## src/hdl/lsu_cfg.svh

```systemverilog
`ifndef LSU_CFG_SVH
`define LSU_CFG_SVH

`define LSU_XLEN      32
`define LSU_ADDR_W    10
`define LSU_RAM_WORDS 256
`define LSU_SB_DEPTH  4
`define LSU_TAG_W     6
`define LSU_EXC_W     2

// exception codes in writeback
`define LSU_EXC_NONE  2'd0
`define LSU_EXC_LAM   2'd1
`define LSU_EXC_SAM   2'd2

`endif

```

## src/hdl/lsu_pkg.sv

```systemverilog
`include "lsu_cfg.svh"

package lsu_pkg;

    typedef logic [`LSU_XLEN-1:0]   xlen_t;
    typedef logic [`LSU_ADDR_W-1:0] addr_t;
    typedef logic [`LSU_ADDR_W-3:0] waddr_t;
    typedef logic [`LSU_XLEN/8-1:0] bmask_t;
    typedef logic [`LSU_TAG_W-1:0]  tag_t;
    typedef logic [`LSU_EXC_W-1:0]  exc_t;

    typedef enum logic [1:0] {
        SIZE_B = 2'b00,
        SIZE_H = 2'b01,
        SIZE_W = 2'b10
    } mem_size_e;

    typedef struct packed {
        xlen_t     base;
        xlen_t     imm;
        xlen_t     data;
        mem_size_e size;
        logic      uext;
        tag_t      tag;
    } lsu_req_t;

    typedef struct packed {
        logic  valid;
        tag_t  tag;
        xlen_t data;
        exc_t  exccode;
    } lsu_wb_t;

    // data already sits in its byte lanes
    typedef struct packed {
        waddr_t waddr;
        bmask_t mask;
        xlen_t  data;
    } sb_entry_t;

endpackage

```

## src/hdl/lsu_addr_gen.sv

```systemverilog
`timescale 1ns/1ns
`include "lsu_cfg.svh"

module lsu_addr_gen (
    input  lsu_pkg::lsu_req_t req_i,
    output lsu_pkg::addr_t    addr_o,
    output lsu_pkg::bmask_t   mask_o,
    output logic              misalign_o
);
    import lsu_pkg::*;

    xlen_t      sum;
    logic [1:0] offset;

    assign sum    = req_i.base + req_i.imm;
    assign addr_o = sum[`LSU_ADDR_W-1:0];
    assign offset = sum[1:0];

    always_comb begin
        case (req_i.size)
            SIZE_W:  misalign_o = |offset;
            SIZE_H:  misalign_o = offset[0];
            default: misalign_o = 1'b0;
        endcase
    end

    // lanes touched by the access
    always_comb begin
        if (req_i.size == SIZE_W) begin
            mask_o = 4'b1111;
        end else if (req_i.size == SIZE_H) begin
            case (offset)
                2'b00:   mask_o = 4'b0011;
                2'b01:   mask_o = 4'b0110;
                2'b10:   mask_o = 4'b1100;
                default: mask_o = 4'b1000;
            endcase
        end else begin
            case (offset)
                2'b00:   mask_o = 4'b0001;
                2'b01:   mask_o = 4'b0010;
                2'b10:   mask_o = 4'b0100;
                default: mask_o = 4'b1000;
            endcase
        end
    end

endmodule

```

## config.mk

```make
export PLATFORM = sky130hd
export DESIGN_NAME = lsu_addr_gen
export DESIGN_NICKNAME = d
export VERILOG_FILES = /design/src/hdl/lsu_pkg.sv /design/src/hdl/lsu_addr_gen.sv
export VERILOG_INCLUDE_DIRS = /design/src /design/src/hdl
export SDC_FILE = /design/constraint.sdc
export NUM_CORES = 1
export LEC_CHECK = 0
export ABC_AREA = 1
export BUFFER_PORTS_ARGS = -buffer_cell sky130_fd_sc_hd__buf_4
export CORE_MARGIN = 8
export CORE_UTILIZATION = 29
export DETAILED_ROUTE_END_ITERATION = 12
export PLACE_DENSITY = 0.91
export SYNTH_ARGS = -nofsm -noshare
export SYNTH_HDL_FRONTEND = slang
export SYNTH_SLANG_ARGS = --single-unit
```

## constraint.sdc

```tcl
create_clock -name vclk -period 4.46
set_input_delay 0.892 -clock vclk [all_inputs]
set_output_delay 0.892 -clock vclk [all_outputs]
set_load 0.02 [all_outputs]
```

==> results by stage <==
Timing:
- The accumulated negative setup slack is 0 ns.
- Setup repair after global routing left no endpoint under its margin.
- Derived from the worst setup path, the maximum achievable clock frequency is around 0.30 GHz.
- The total count of hold-check failures in the final report is 0.
- The number of setup violations in the final report is 0.
- The number of max-slew violations in the final report came to 0.
- The headroom to the max-slew limit is between 80% and 90%.
- The portion of the clock cycle consumed by the worst path in the final layout is between 70% and 80%.
- The measured slew at the worst slew-check pin is about 0.23 ns.
- The minimum clock period is between 3 and 4 ns.

Die:
- In this run the horizontal extent of the chip is 61.9 um.
- For this configuration, the core starts out at a cell density of a little under a third.
- The floorplan has 16 rows.
- The full die area is roughly 3800 um2.
- The die is between 60 and 70 um tall.
- For this design the top-level I/O count stands at 120.
- The floorplan step defined a core boundary enclosing 1980 um2.

Synthesis:
- Sorting the synthesized cells by how often they occur yields sky130_fd_sc_hd__nand2_1 (38), sky130_fd_sc_hd__inv_1 (17), sky130_fd_sc_hd__ha_1 (15).
- After synthesis, the cell types taking the most area are sky130_fd_sc_hd__ha_1 (31%), sky130_fd_sc_hd__nand2_1 (23%), sky130_fd_sc_hd__inv_1 (10%).
- The number of different library cells used by synthesis comes to 15.
- Summed over all instances, the cell type with the most area after synthesis is sky130_fd_sc_hd__ha_1.
- The most used standard cell by instance count after synthesis is sky130_fd_sc_hd__nand2_1.
- The summed instance area of the synthesized netlist is between 600 and 700 um2.
- The average cell area after synthesis is between 5 and 6 um2.
- Synthesis produced about 100 cells.
- After synthesis, flip-flops and latches occupy 0% of the total area.
- The count of yosys warnings during synthesis is 0.
- The area share of the leading cell type in the synthesized netlist is a little under a third.
- The post-synth net total is approximately 230.

Cells and area:
- The non-filler instance count after layout is 168.
- The layout cell share with drive strength beyond 1 is 30.5%.
- The clock buffer instance count of the final layout is 0.
- The area used by sequential logic in the layout is 0 um2.
- The number of filler instances in the final layout is ~210.
- The signed area change from the synthesized netlist to the final layout is 50.9%.
- The antenna cell count is 0.
- The design has 0 sequential cells.
- The final net count is 264.

Place:
- During placement, the flow inserted port buffers numbering 37.
- Once placement completed, the tool counted placed cells totaling approximately 170.
- The weighted congestion reported at the end of routability-driven placement is 0.774.
- The half-perimeter wire length after detailed placement is approximately 1500 um.

Detailed routing:
- For this run, design rule violations remaining after detail routing come to 0.
- In this run the remaining antenna-violating nets after routing total 0.
- The overall routed net length is roughly 1600 um.
- The routed wire length per instance is 9.46 um.
- The pre-antenna-repair detailed-routing pass consisted of 4 iterations.
- Using the TritonRoute via totals, the vias-per-cell ratio works out to around 4.4.
- The violation count after the first detailed-routing iteration is 3.
- Across all layers, the routed design uses between 700 and 800 vias.

CTS:
- Once the clock tree was built, the setup fixing pass inserted 0 buffers.
- The hold-fix buffer count after cts is 0.
- The number of gates given a new drive strength after cts is 0.

Power and ir drop:
- The static leakage power is ~0.00056 uW.
- The total power density per cell area is 168 nW/um2.
- VDD sags by at most 106 uV.

Worst setup path:
- The maximum fanout along the worst path is 5.
- The required arrival time at the worst endpoint is roughly 3.6 ns.
- The worst setup path is launched from a primary input.
- The worst setup path is captured at an output pin.
- The critical path is of the primary input to output pin type.
- The data arrival time of the critical path is roughly 2.5 ns.

Global route:
- The via count of the first global-routing pass was 684.
- Across every metal layer, demand over resource in global routing totals 8.22%.
- The global-route wire length before repair is ~2600 um.
- The aggregate global routing overflow is 0.
- The number of antenna violations at the first check in global routing is 0.
- The maximum number of pins on one net before global-route repair is 6.

Min path:
- The class of the worst hold path is primary input to output pin.

Job:
- Across the run, the number of max-cap violations was 0.

Outcome:
- The flow ran to the end, and the final reports show no timing, DRC or antenna violations.
[cell usage in the layout, fill, tap and decap left out]
cell type                  Yosys  layout
sky130_fd_sc_hd__nand4_1       1       1
sky130_fd_sc_hd__nand3_1       8       8
sky130_fd_sc_hd__o21ai_0       1       1
sky130_fd_sc_hd__o21a_1        1       1
sky130_fd_sc_hd__buf_4         0      37
sky130_fd_sc_hd__nand3_2       2       2
sky130_fd_sc_hd__nand2_1      38      38
sky130_fd_sc_hd__nor2_2        3       3
sky130_fd_sc_hd__xor2_1        5       5
sky130_fd_sc_hd__nand2_2       1       1
sky130_fd_sc_hd__nor2_1        3       3
sky130_fd_sc_hd__a21oi_1       7       7
sky130_fd_sc_hd__fa_1          1       1
sky130_fd_sc_hd__ha_1         15      15
sky130_fd_sc_hd__inv_1        17      17
sky130_fd_sc_hd__clkinv_1      1       1
[power breakdown]
group	internal (uW)	switching, uW
clock	0	0
sequential	0	0
combinational	69.1	86.1
[final cells by class]
| class | count | area (um2) | share of cell area, % |
|---|---|---|---|
| Timing Repair Buffer | 37 | 278 | 30.1 |
| Inverter | 18 | 67.6 | 7.32 |
| Multi-Input combinational cell | 86 | 544 | 58.9 |
| Tap cell | 27 | 33.8 | 3.66 |
[worst max-delay path: stages]
cell,delay (ns)
sky130_fd_sc_hd__buf_4,0.11
sky130_fd_sc_hd__ha_1,0.24
sky130_fd_sc_hd__fa_1,0.58
sky130_fd_sc_hd__inv_1,0.08
sky130_fd_sc_hd__ha_1,0.27
sky130_fd_sc_hd__nand2_1,0.07
sky130_fd_sc_hd__nand3_1,0.08
sky130_fd_sc_hd__buf_4,0.16
[metal layers]
layer | GRT usage (%) | wire [um] | up-vias
met1 | 8.58 | 635 | 308
met2 | 17.0 | 824 | 18
li1 | - | - | 408
met3 | 1.65 | 131 | 0
met5 | 0 | 0 | -
met4 | 0 | 0 | 0
[final timing paths]
| check | depth (start not counted) | slack [ns] | to | from |
|---|---|---|---|---|
| worst max-delay path | 8 | 1.09 | mask_o[2] | req_i[41] |
| worst min-delay path | 4 | 2.16 | misalign_o | req_i[8] |
[logic make-up after synthesis]
logic type | after synthesis | share of synthesized area (%)
and+or+nand+nor | 56 | 40.1
buffers and inverters | 18 | 11.0
adders and majority gates | 16 | 33.9
AOI/OAI and AO/OA | 9 | 7.77
xor gates and xnor gates | 5 | 7.16
[through the flow]
| stage | hold WS, ns | worst slack, ns | power (uW) | instance area (um2) | util (%) |
|---|---|---|---|---|---|
| 2_1_floorplan | 1.97 | 1.06 | 95.4 | 612 | - |
| 3_3_place_gp | 2.16 | 1.09 | 155 | 923 | 46.6 |
| 3_5_place_dp | 2.16 | 1.08 | 158 | 923 | 46.6 |
| 4_1_cts | 2.17 | 1.08 | 159 | 923 | 46.6 |
| 5_1_grt | 2.18 | 0.935 | 174 | 923 | 46.6 |
| 6_report | 2.16 | 1.09 | 155 | 923 | 46.6 |
Power figures use the tool's default switching activity.
