File: src/hdl/lsu_cfg.svh
`ifndef LSU_CFG_SVH
`define LSU_CFG_SVH

`define LSU_XLEN      32
`define LSU_ADDR_W    10
`define LSU_RAM_WORDS 256
`define LSU_SB_DEPTH  4
`define LSU_TAG_W     6
`define LSU_EXC_W     2

// exception codes in writeback
`define LSU_EXC_NONE  2'd0
`define LSU_EXC_LAM   2'd1
`define LSU_EXC_SAM   2'd2

`endif

File: src/hdl/lsu_pkg.sv
`include "lsu_cfg.svh"

package lsu_pkg;

    typedef logic [`LSU_XLEN-1:0]   xlen_t;
    typedef logic [`LSU_ADDR_W-1:0] addr_t;
    typedef logic [`LSU_ADDR_W-3:0] waddr_t;
    typedef logic [`LSU_XLEN/8-1:0] bmask_t;
    typedef logic [`LSU_TAG_W-1:0]  tag_t;
    typedef logic [`LSU_EXC_W-1:0]  exc_t;

    typedef enum logic [1:0] {
        SIZE_B = 2'b00,
        SIZE_H = 2'b01,
        SIZE_W = 2'b10
    } mem_size_e;

    typedef struct packed {
        xlen_t     base;
        xlen_t     imm;
        xlen_t     data;
        mem_size_e size;
        logic      uext;
        tag_t      tag;
    } lsu_req_t;

    typedef struct packed {
        logic  valid;
        tag_t  tag;
        xlen_t data;
        exc_t  exccode;
    } lsu_wb_t;

    // data already sits in its byte lanes
    typedef struct packed {
        waddr_t waddr;
        bmask_t mask;
        xlen_t  data;
    } sb_entry_t;

endpackage

File: src/hdl/lsu_addr_gen.sv
`timescale 1ns/1ns
`include "lsu_cfg.svh"

module lsu_addr_gen (
    input  lsu_pkg::lsu_req_t req_i,
    output lsu_pkg::addr_t    addr_o,
    output lsu_pkg::bmask_t   mask_o,
    output logic              misalign_o
);
    import lsu_pkg::*;

    xlen_t      sum;
    logic [1:0] offset;

    assign sum    = req_i.base + req_i.imm;
    assign addr_o = sum[`LSU_ADDR_W-1:0];
    assign offset = sum[1:0];

    always_comb begin
        case (req_i.size)
            SIZE_W:  misalign_o = |offset;
            SIZE_H:  misalign_o = offset[0];
            default: misalign_o = 1'b0;
        endcase
    end

    // lanes touched by the access
    always_comb begin
        if (req_i.size == SIZE_W) begin
            mask_o = 4'b1111;
        end else if (req_i.size == SIZE_H) begin
            case (offset)
                2'b00:   mask_o = 4'b0011;
                2'b01:   mask_o = 4'b0110;
                2'b10:   mask_o = 4'b1100;
                default: mask_o = 4'b1000;
            endcase
        end else begin
            case (offset)
                2'b00:   mask_o = 4'b0001;
                2'b01:   mask_o = 4'b0010;
                2'b10:   mask_o = 4'b0100;
                default: mask_o = 4'b1000;
            endcase
        end
    end

endmodule

File: src/hdl/load_pipe.sv
`timescale 1ns/1ns
`include "lsu_cfg.svh"

module load_pipe (
    input  logic              clk,
    input  logic              reset_i,
    input  logic              valid_i,
    input  lsu_pkg::lsu_req_t req_i,
    output lsu_pkg::waddr_t   ram_raddr_o,
    input  lsu_pkg::xlen_t    ram_rdata_i,
    output lsu_pkg::waddr_t   fwd_waddr_o,
    input  lsu_pkg::bmask_t   fwd_mask_i,
    input  lsu_pkg::xlen_t    fwd_data_i,
    output lsu_pkg::lsu_wb_t  wb_o
);
    import lsu_pkg::*;

    localparam int LANES = $bits(bmask_t);

    addr_t  addr;
    bmask_t mask;
    logic   misalign;

    logic       s1_valid;
    tag_t       s1_tag;
    mem_size_e  s1_size;
    logic       s1_uext;
    logic [1:0] s1_offset;
    logic       s1_misalign;
    bmask_t     s1_fwd_mask;
    xlen_t      s1_fwd_data;

    xlen_t merged;
    xlen_t shifted;
    xlen_t load_data;

    lsu_addr_gen u_agen (
        .req_i      (req_i),
        .addr_o     (addr),
        .mask_o     (mask),
        .misalign_o (misalign)
    );

    assign ram_raddr_o = addr[`LSU_ADDR_W-1:2];
    assign fwd_waddr_o = addr[`LSU_ADDR_W-1:2];

    always_ff @(posedge clk) begin
        if (reset_i) begin
            s1_valid <= 1'b0;
        end else begin
            s1_valid <= valid_i;
        end
        s1_tag      <= req_i.tag;
        s1_size     <= req_i.size;
        s1_uext     <= req_i.uext;
        s1_offset   <= addr[1:0];
        s1_misalign <= misalign;
        // keep only lanes this load reads
        s1_fwd_mask <= fwd_mask_i & mask;
        s1_fwd_data <= fwd_data_i;
    end

    // buffered bytes override the ram word
    always_comb begin
        for (int b = 0; b < LANES; b++) begin
            merged[b*8 +: 8] = s1_fwd_mask[b] ? s1_fwd_data[b*8 +: 8] : ram_rdata_i[b*8 +: 8];
        end
    end

    assign shifted = merged >> {s1_offset, 3'b000};

    always_comb begin
        case (s1_size)
            SIZE_B:  load_data = {{(`LSU_XLEN-8){~s1_uext & shifted[7]}}, shifted[7:0]};
            SIZE_H:  load_data = {{(`LSU_XLEN-16){~s1_uext & shifted[15]}}, shifted[15:0]};
            default: load_data = shifted;
        endcase
    end

    always_ff @(posedge clk) begin
        if (reset_i) begin
            wb_o.valid <= 1'b0;
        end else begin
            wb_o.valid <= s1_valid;
        end
        wb_o.tag     <= s1_tag;
        wb_o.data    <= s1_misalign ? '0 : load_data;
        wb_o.exccode <= s1_misalign ? `LSU_EXC_LAM : `LSU_EXC_NONE;
    end

endmodule

File: config.mk
export PLATFORM = sky130hd
export DESIGN_NAME = load_pipe
export DESIGN_NICKNAME = d
export VERILOG_FILES = /design/src/hdl/lsu_pkg.sv /design/src/hdl/lsu_addr_gen.sv /design/src/hdl/load_pipe.sv
export VERILOG_INCLUDE_DIRS = /design/src /design/src/hdl
export SDC_FILE = /design/constraint.sdc
export NUM_CORES = 1
export LEC_CHECK = 0
export ABC_CLOCK_PERIOD_IN_PS = 2950
export BUFFER_PORTS_ARGS = -buffer_cell sky130_fd_sc_hd__buf_2
export CORE_UTILIZATION = 43
export DETAILED_ROUTE_END_ITERATION = 8
export GPL_ROUTABILITY_DRIVEN = 0
export GPL_TIMING_DRIVEN = 1
export PLACE_DENSITY = 0.77
export SYNTH_ARGS = -nofsm -noshare
export SYNTH_HDL_FRONTEND = slang
export SYNTH_HIERARCHICAL = 1
export SYNTH_SLANG_ARGS = --single-unit
File: constraint.sdc
create_clock -name clk -period 2.95 [get_ports clk]
set_input_delay 0.295 -clock clk [delete_from_list [all_inputs] [get_ports clk]]
set_output_delay 0.295 -clock clk [all_outputs]
set_load 0.03 [all_outputs]
==> results of run 1 <==
area by class of cell:
class / count / area share [%]
multi-input cells: 226 / 38.5
clock inverters: 5 / 1.77
flip-flops and latches: 89 / 36.5
well taps: 108 / 2.77
clock buffers: 11 / 2.90
repair buffers: 163 / 17.1
inverters: 5 / 0.385
where the power goes:
part / leakage [nW] / internal (mW) / total (mW) / switching (mW)
Clock: 0.114 / 0.507 / 0.921 / 0.415
Sequential: 0.745 / 1.32 / 1.36 / 0.0407
Combinational: 1.39 / 0.354 / 0.947 / 0.593
sequential cells by signal, indices dropped and copies added (netlist names):
register	cells
wb_o	40
s1_size	2
s1_fwd_mask	4
s1_offset	2
s1_valid	1
s1_misalign	1
s1_tag	6
s1_fwd_data	32
s1_uext	1
cells in the mapped netlist, drive strengths merged (2+ instances only):
cell type,instances
a2111oi,2
a211o,9
a211oi,14
a21o,2
a21oi,11
a221oi,7
a311oi,9
and2,13
and3,2
buf,18
clkbuf,13
dfxtp,89
ha,15
inv,5
mux2,8
mux2i,33
nand2,20
nand2b,4
nand3,3
nor2,7
nor2b,11
nor3,5
o211ai,2
o21bai,2
o22a,8
o22ai,8
or2,9
or3,2
xnor2,4
xor2,4
placed cells by master (no fill, tap or decap), drive strengths merged, types with 7 or more instances in the layout:
master | netlist | layout
buf | 18 | 163
dfxtp | 89 | 89
mux2i | 33 | 33
nand2 | 20 | 20
ha | 15 | 15
a211oi | 14 | 14
and2 | 13 | 13
nor2b | 11 | 11
a21oi | 11 | 11
clkbuf | 13 | 11
or2 | 9 | 9
a211o | 9 | 9
a311oi | 9 | 9
mux2 | 8 | 8
o22a | 8 | 8
o22ai | 8 | 8
nor2 | 7 | 7
a221oi | 7 | 7
kinds of logic after synthesis:
| kind of cell | count (synthesis) | synth area share [%] |
|---|---|---|
| muxes | 42 | 11.5 |
| AOI/OAI and AO/OA | 79 | 17.8 |
| DFF | 89 | 46.0 |
| and+or+nand+nor | 80 | 11.8 |
| buffers and inverters | 36 | 5.59 |
| other | 1 | 0.0968 |
| xor gates and xnor gates | 8 | 1.81 |
| adders and majority gates | 16 | 5.36 |
metal layers:
layer | routed length (um) | track usage, %
met2 | 4390 | 32.6
met5 | 0 | 0
met4 | 167 | 7.46
met3 | 537 | 5.71
met1 | 3660 | 22.5
metrics by stage:
stage	hold slack, ps	setup WS [ps]
finish	36.0	413
global route	3.49	279
CTS	12.2	430
detailed placement	312	432
global placement	310	538
floorplan	310	501
worst max path at each step:
stage          cells past startpoint  slack [ps]             end
4_1_cts                            8         430  fwd_waddr_o[6]
2_1_floorplan                      7         500  ram_raddr_o[6]
3_5_place_dp                       8         430  fwd_waddr_o[6]
6_report                           8         410  fwd_waddr_o[6]
5_1_grt                            8         280  fwd_waddr_o[6]
3_3_place_gp                       8         540  fwd_waddr_o[6]
==> flow_summary.yaml, run 1 <==
power_and_ir_drop:
  ir_drop_v: 0.000238
  p_per_area_nw_per_um2: 662
  power_mw: 3.23
  cellLeakagePower_nw: 2.25
synth:
  synthArstFlopShare_pct: 0
  synth_area_um2: 3870
  synth_cells: 351
  yosysTopAreaCellShare_pct: 46.0
  yosysSeqAreaShare_pct: 46.0
  ys.flop_type: "dfxtp_1"
  yosys-top-cells-area: "dfxtp_1 (46%), mux2i_1 (8.3%), ha_1 (4.8%)"
  avgSynthCellArea_um2: 11.0
  synth_top_area_cell: "dfxtp_1"
  synth_nets: 543
  synth_seq_cells: 89
  ys.warnings.count: 6
  yosys.cell_types.count: 52
  synth-edff-count: 0
run_status:
  outcome: "finished, final reports clean"
setup_path:
  crit_path_cell_trace: "buf_2 -> ha_1 -> fa_1 -> a21oi_1 -> o211ai_1 -> o41ai_1 -> xnor2_1 -> buf_2"
  required_ps: 2650
  cp_max_fo: 2
  start_kind: "primary input"
  path_buf_inv: 2
  crit_top_cell: "buf_2"
  endpoint_kind: "primary output"
  crit_family: "compound AO/OA/AOI/OAI gates"
  r2r-end: "wb_o[32]"
  arrival_ps: 2240
  cp_slowest_stage_delay_ps: 420
  rr_startpoint: "s1_offset[0]"
  reg2regPathDepth: 5
  startpoint: "req_i[41]"
  path_class: "in -> out"
  ff2ff_setup_slack_ps: 560
  crit_slowest_cell: "o41ai_1"
sta:
  clock_skew_ps: 11.1
  slew_headroom_pct: 38.4
  fmax_ghz: 0.394
  report.final.slew_viol_count: 0
  period_minus_slack_ps: 2540
  setup_viol: 0
  max_slew.worst_pin.slew_ps: 921
  min_period_over_period_pct: 86.0
  final.setup.tns_ps: 0
  finalHoldViolCount: 0
  rsz0062_at_grt: "no"
global_routing:
  overflow: 0
  grt_usage_pct: 19.1
  grt_pass1_vias: 2969
  antenna_found_initial: 0
  grt_max_degree: 35
  grt_pass1_wl_um: 14000
finish:
  diodes: 0
  final_net_count: 686
  seqCellArea_um2: 1780
  fillers: 775
  layoutNonFillerInstCount: 607
  area_growth_syn_to_layout_pct: 25.8
  final_area_um2: 4880
  multi_input_area_um2: 1880
  layout-drive-gt1-share_pct: 43.3
  post-route-util_pct: 55.9
clock_network:
  hold_buffers: 0
  cts_buffers: 9
  clock_path_buffers: 2
  clk_pin_slew_ps: 90
  cts_sinks: 89
  root_buffer: "clkbuf_8"
  cts_tree: "yes"
  htreeDepth: 3
  post_cts_buffers: 0
  worst_skew_pair.late_latency_ps: 350
  cts-resized-gates: 0
die:
  fp.coreArea_um2: 8720
  die_area_um2: 9400
  start_util_pct: 44.4
  die_width_um: 96.9
  die_y_um: 96.9
  rows: 34
  ios: 233
job:
  maxCapViolCount: 0
placed_design:
  placed_area_um2: 4650
  portBuffers: 155
  dp.final_hpwl_um: 6850
  dp.cells: 591
routing:
  drt-initial-drc-count: 97
  wl_per_cell_um: 14.4
  drc_errors: 0
  via_per_inst: 5.09
  vias: 3092
  drt.antenna.violating_nets: 0
  drt-pass1-iter-count: 5
  drt_wl_total_um: 8750
min_path:
  hp-start: "fwd_data_i[26]"
  hold_path_end: "s1_fwd_data[26]"
  holdPathStages: 1
  min_path_type: "in -> reg"
No activity file was read; power rests on OpenSTA's default activity.
==> inputs of run 2 (changes only) <==
--- a/config.mk
+++ b/config.mk
@@ -8,11 +8,13 @@
 export LEC_CHECK = 0
 export ABC_CLOCK_PERIOD_IN_PS = 2950
 export BUFFER_PORTS_ARGS = -buffer_cell sky130_fd_sc_hd__buf_2
-export CORE_UTILIZATION = 43
+export CORE_ASPECT_RATIO = 0.7
+export CORE_UTILIZATION = 45
+export CTS_BUF_LIST = sky130_fd_sc_hd__clkbuf_8
 export DETAILED_ROUTE_END_ITERATION = 8
 export GPL_ROUTABILITY_DRIVEN = 0
 export GPL_TIMING_DRIVEN = 1
-export PLACE_DENSITY = 0.77
+export PLACE_DENSITY = 0.8
 export SYNTH_ARGS = -nofsm -noshare
 export SYNTH_HDL_FRONTEND = slang
 export SYNTH_HIERARCHICAL = 1
==> flow_summary.yaml, run 2 (synthesized netlist as in run 1, its figures left out) <==
run_status:
  outcome: "finished, final reports clean"
power_and_ir_drop:
  cellLeakagePower_nw: 2.24
  p_per_area_nw_per_um2: 634
  ir_drop_v: 0.000381
finish:
  seqCellArea_um2: 1780
  final_cell_mix: "buf_2 (155), dfxtp_1 (89), mux2i_1 (32), nand2_1 (20), ha_1 (15)"
  reg.largest.list: "wb_o: 40 flops, s1_fwd_data: 32 flops, s1_tag: 6 flops"
  fillers: 707
  final_net_count: 688
  area_growth_syn_to_layout_pct: 24.7
  largest_register: "wb_o"
  multi_input_area_um2: 1880
  largest_register_ffs: 40
  layoutNonFillerInstCount: 602
  diodes: 0
  final_common_cell: "buf_2"
  layout-drive-gt1-share_pct: 43.7
sta:
  min_period_over_period_pct: 84.6
  clock_skew_ps: 10.9
  slew_headroom_pct: 45.9
  final.setup.tns_ps: 0
  setup_viol: 0
  hold-worst-slack_ps: 25.8
  report.final.slew_viol_count: 0
  period_minus_slack_ps: 2500
  rsz0062_at_grt: "no"
  fmax_ghz: 0.401
  finalHoldViolCount: 0
  max_slew.worst_pin.slew_ps: 808
setup_path:
  endpoint_kind: "primary output"
  cp_slowest_stage_delay_ps: 410
  crit_top_cell: "buf_2"
  crit_slowest_cell: "fa_1"
  path_class: "in -> out"
  arrival_ps: 2200
  cp_max_fo: 2
  start_kind: "primary input"
  crit_path_cell_trace: "buf_2 -> ha_1 -> fa_1 -> a21oi_1 -> o211ai_1 -> o41ai_1 -> xnor2_1 -> buf_2"
  required_ps: 2650
routing:
  drt.antenna.violating_nets: 0
  drt_wl_total_um: 8920
  wl_per_cell_um: 14.8
  drt-pass1-iter-count: 4
  drc_errors: 0
  vias: 3141
  via_per_inst: 5.22
  drt-initial-drc-count: 170
die:
  die_width_um: 113
  start_util_pct: 47.8
  rows: 27
  fp.coreArea_um2: 8110
  ios: 233
  die_y_um: 79.6
  die_area_um2: 8990
global_routing:
  overflow: 0
  use_met2_pct: 33.2
  grt_pass1_vias: 2924
  antenna_found_initial: 0
  grt_pass1_wl_um: 13800
  met1_usage_pct: 25.7
  top_usage_layer: "met2"
  grt_max_degree: 34
  grt_usage_pct: 20.3
  grtUsageMet3_pct: 6.07
clock_network:
  root_buffer: "clkbuf_8"
  post_cts_buffers: 0
  clk_pin_slew_ps: 90
  hold_buffers: 0
  worst_skew_pair.late_latency_ps: 360
  htreeDepth: 3
  cts_tree: "yes"
  cts_buffers: 9
  cts-resized-gates: 0
  cts_sinks: 89
  clock_path_buffers: 2
job:
  maxCapViolCount: 0
min_path:
  min_path_type: "in -> reg"
placed_design:
  portBuffers: 155
  dp.final_hpwl_um: 7130
  dp.cells: 586
==> run 2: cell types whose count changed in the layout (fill, tap and decap cells not counted) <==
cell        change
clkinv_2        +2
buf_4           +2
bufinv_16       -2
clkinvlp_4      +1
clkbuf_8        -1
clkinv_4        -1
clkbuf_1        -1
inv_6           +2
==> run 2: stage by stage <==
stage | power (mW) | utilization (%) | instance area, um2 | worst slack (ps)
2_1_floorplan | 2.10 | - | 3870 | 501
3_3_place_gp | 2.32 | 57.4 | 4650 | 506
3_5_place_dp | 2.34 | 57.4 | 4650 | 452
4_1_cts | 3.08 | 59.6 | 4830 | 453
5_1_grt | 3.22 | 59.6 | 4830 | 324
6_report | 3.06 | 59.6 | 4830 | 454
==> run 2: worst max-delay path: cells and delay by family <==
family / cells / cell delay, ps
AOI/OAI and AO/OA: 3 / 760
xor gates and xnor gates: 1 / 190
adders and majority gates: 2 / 620
buffers and inverters: 2 / 330
==> run 2: layout make-up <==
cell class | count | area share [%]
inverters | 5 | 0.389
clock buffers | 9 | 2.56
well taps | 101 | 2.62
repair buffers | 165 | 17.6
multi-input cells | 226 | 38.9
flip-flops and latches | 89 | 36.9
clock inverters | 7 | 1.09
==> run 2: where the power goes <==
part | internal, mW | leakage, nW | switching (mW)
clock | 0.313 | 0.0904 | 0.434
sequential | 1.32 | 0.745 | 0.0404
combinational | 0.356 | 1.40 | 0.600
==> run 2: layer usage <==
metal | wire length (um) | share of wire, %
met1 | 4040 | 45
met2 | 4090 | 46
met3 | 649 | 7.3
met4 | 138 | 1.5
met5 | 0 | 0
==> run 2: final timing paths <==
check,slack [ps],startpoint,to,cells after the start
worst max-delay path,450,req_i[41],ram_raddr_o[6],8
worst min-delay path,30,req_i[4],s1_tag[4],1
worst max register to register,660,s1_offset[1],wb_o[19],3
worst min register to register,330,s1_tag[4],wb_o[38],0
==> inputs of run 3 (changes only) <==
--- a/config.mk
+++ b/config.mk
@@ -6,7 +6,7 @@
 export SDC_FILE = /design/constraint.sdc
 export NUM_CORES = 1
 export LEC_CHECK = 0
-export ABC_CLOCK_PERIOD_IN_PS = 2950
+export ABC_CLOCK_PERIOD_IN_PS = 2400
 export BUFFER_PORTS_ARGS = -buffer_cell sky130_fd_sc_hd__buf_2
 export CORE_ASPECT_RATIO = 0.7
 export CORE_UTILIZATION = 45
==> constraint.sdc (replaced) <==
create_clock -name clk -period 2.4 [get_ports clk]
set_input_delay 0.24 -clock clk [delete_from_list [all_inputs] [get_ports clk]]
set_output_delay 0.24 -clock clk [all_outputs]
set_load 0.03 [all_outputs]
==> flow_summary.yaml, run 3 (synthesized netlist as in run 1, its figures left out) <==
sta:
  final.setup.tns_ps: 0
  rsz0062_at_grt: "no"
  hold-worst-slack_ps: 40.6
  clock_skew_ps: 14.7
  min_period_over_period_pct: 94.1
  fmax_ghz: 0.443
  report.final.slew_viol_count: 0
  period_minus_slack_ps: 2260
  setup_viol: 0
  max_slew.worst_pin.slew_ps: 815
  slew_headroom_pct: 45.4
  finalHoldViolCount: 0
  layout_setup_ws_ps: 141
setup_path:
  ff2ff_setup_slack_ps: 150
  required_ps: 2160
  cp_max_fo: 2
  endpoint_kind: "primary output"
  path_class: "in -> out"
  arrival_ps: 2020
  start_kind: "primary input"
placed_design:
  portBuffers: 155
  dp.final_hpwl_um: 7170
  dp.cells: 589
  post-place-ws_ps: 18.4
power_and_ir_drop:
  p_per_area_nw_per_um2: 751
  p_comb_share_pct: 31.3
  swShare_pct: 34.5
  ir_drop_v: 0.000426
  p_switching_mw: 1.37
  cellLeakagePower_nw: 2.44
  p_clk_share_pct: 26.7
  internal-power_mw: 2.61
  seq_power_share_pct: 41.9
routing:
  drt.antenna.violating_nets: 0
  drt-pass1-iter-count: 4
  wl_per_cell_um: 15.2
  drc_errors: 0
  via_per_inst: 5.10
  drt_wl_total_um: 9840
  drt-initial-drc-count: 201
  vias: 3293
finish:
  seqCellArea_um2: 1780
  diodes: 0
  fillers: 654
  reg.largest.list: "wb_o: 40 flops, s1_fwd_data: 32 flops, s1_tag: 6 flops"
  largest_register_ffs: 40
  area_growth_syn_to_layout_pct: 36.8
  multi_input_area_um2: 1880
  layoutNonFillerInstCount: 646
  final_cell_mix: "buf_2 (155), dfxtp_1 (89), dlygate4sd3_1 (41), mux2i_1 (32), nand2_1 (20)"
  post-route-util_pct: 65.4
  final_net_count: 732
  layout-drive-gt1-share_pct: 40.9
  largest_register: "wb_o"
  final_common_cell: "buf_2"
global_routing:
  grt_pass1_wl_um: 15800
  overflow: 0
  grt_pass1_vias: 3245
  antenna_found_initial: 0
  grt_max_degree: 34
  grt_usage_pct: 23.2
die:
  die_area_um2: 8990
  die_y_um: 79.6
  die_width_um: 113
  fp.coreArea_um2: 8110
  ios: 233
  rows: 27
  start_util_pct: 47.8
clock_network:
  cts_buffers: 9
  root_buffer: "clkbuf_8"
  clock_path_buffers: 2
  cts_tree: "yes"
  clk_pin_slew_ps: 80
  cts_sinks: 89
  htreeDepth: 3
  worst_skew_pair.late_latency_ps: 370
run_status:
  outcome: "finished, final reports clean"
job:
  maxCapViolCount: 0
min_path:
  min_path_type: "in -> reg"
## run 3: changes by cell type in the layout (fill, tap and decap cells not counted), sizes merged
cell | previous run | this run
dlygate4sd3 | 0 | 41
bufinv | 0 | 1
buf | 165 | 168
clkinv | 3 | 0
inv | 8 | 10
## run 3: final timing paths
path / from / to / depth (start not counted)
worst max-delay path: req_i[41] / ram_raddr_o[6] / 8
worst min-delay path: reset_i / wb_o[40] / 2
worst max register to register: s1_offset[1] / wb_o[32] / 5
worst min register to register: s1_tag[1] / wb_o[35] / 0
## run 3: cell type report
class,instances,area share [%]
clock buffer,9,2.34
clock inverter,7,1.53
inverter,5,0.354
multi-input combinational,226,35.6
sequential,89,33.6
tap,101,2.38
timing repair buffer,209,24.2
## run 3: critical path, cell delays in order
cell and delay, ps:
buf_2 100, ha_1 210, fa_1 400, a21oi_1 200
o211ai_1 170, o41ai_2 280, xnor2_1 180, buf_2 230
## run 3: power groups by stage
stage / combinational (mW) / clock, mW / sequential (mW)
2_1_floorplan: 0.687 / 0 / 1.89
3_3_place_gp: 1.16 / 0 / 1.70
3_5_place_dp: 1.19 / 0 / 1.70
4_1_cts: 1.24 / 1.09 / 1.67
5_1_grt: 1.34 / 1.17 / 1.68
6_report: 1.25 / 1.06 / 1.67
## run 3: repair_timing
action                                  in CTS  in global routing
endpoints found under the setup margin       0                  2
hold buffers                                41                  0
gates resized for setup                      0                  1
buffers inserted                             0                  0
endpoints found under the hold margin       41                  0
## run 3: routing by layer
metal	GRT usage, %	wire (um)	vias to the layer above	part of all wire, %
met5	0	0	-	0
met1	28.0	4260	1502	43
li1	-	-	1646	-
met4	7.37	145	0	1.5
met2	40.0	4710	129	48
met3	6.68	723	16	7.3
## run 3: metrics by stage
step / power, mW / instance area, um2
after floorplan: 2.58 / 3870
after global placement: 2.86 / 4680
after detailed placement: 2.89 / 4680
after CTS: 4.00 / 5290
after global routing: 4.19 / 5300
final: 3.98 / 5300
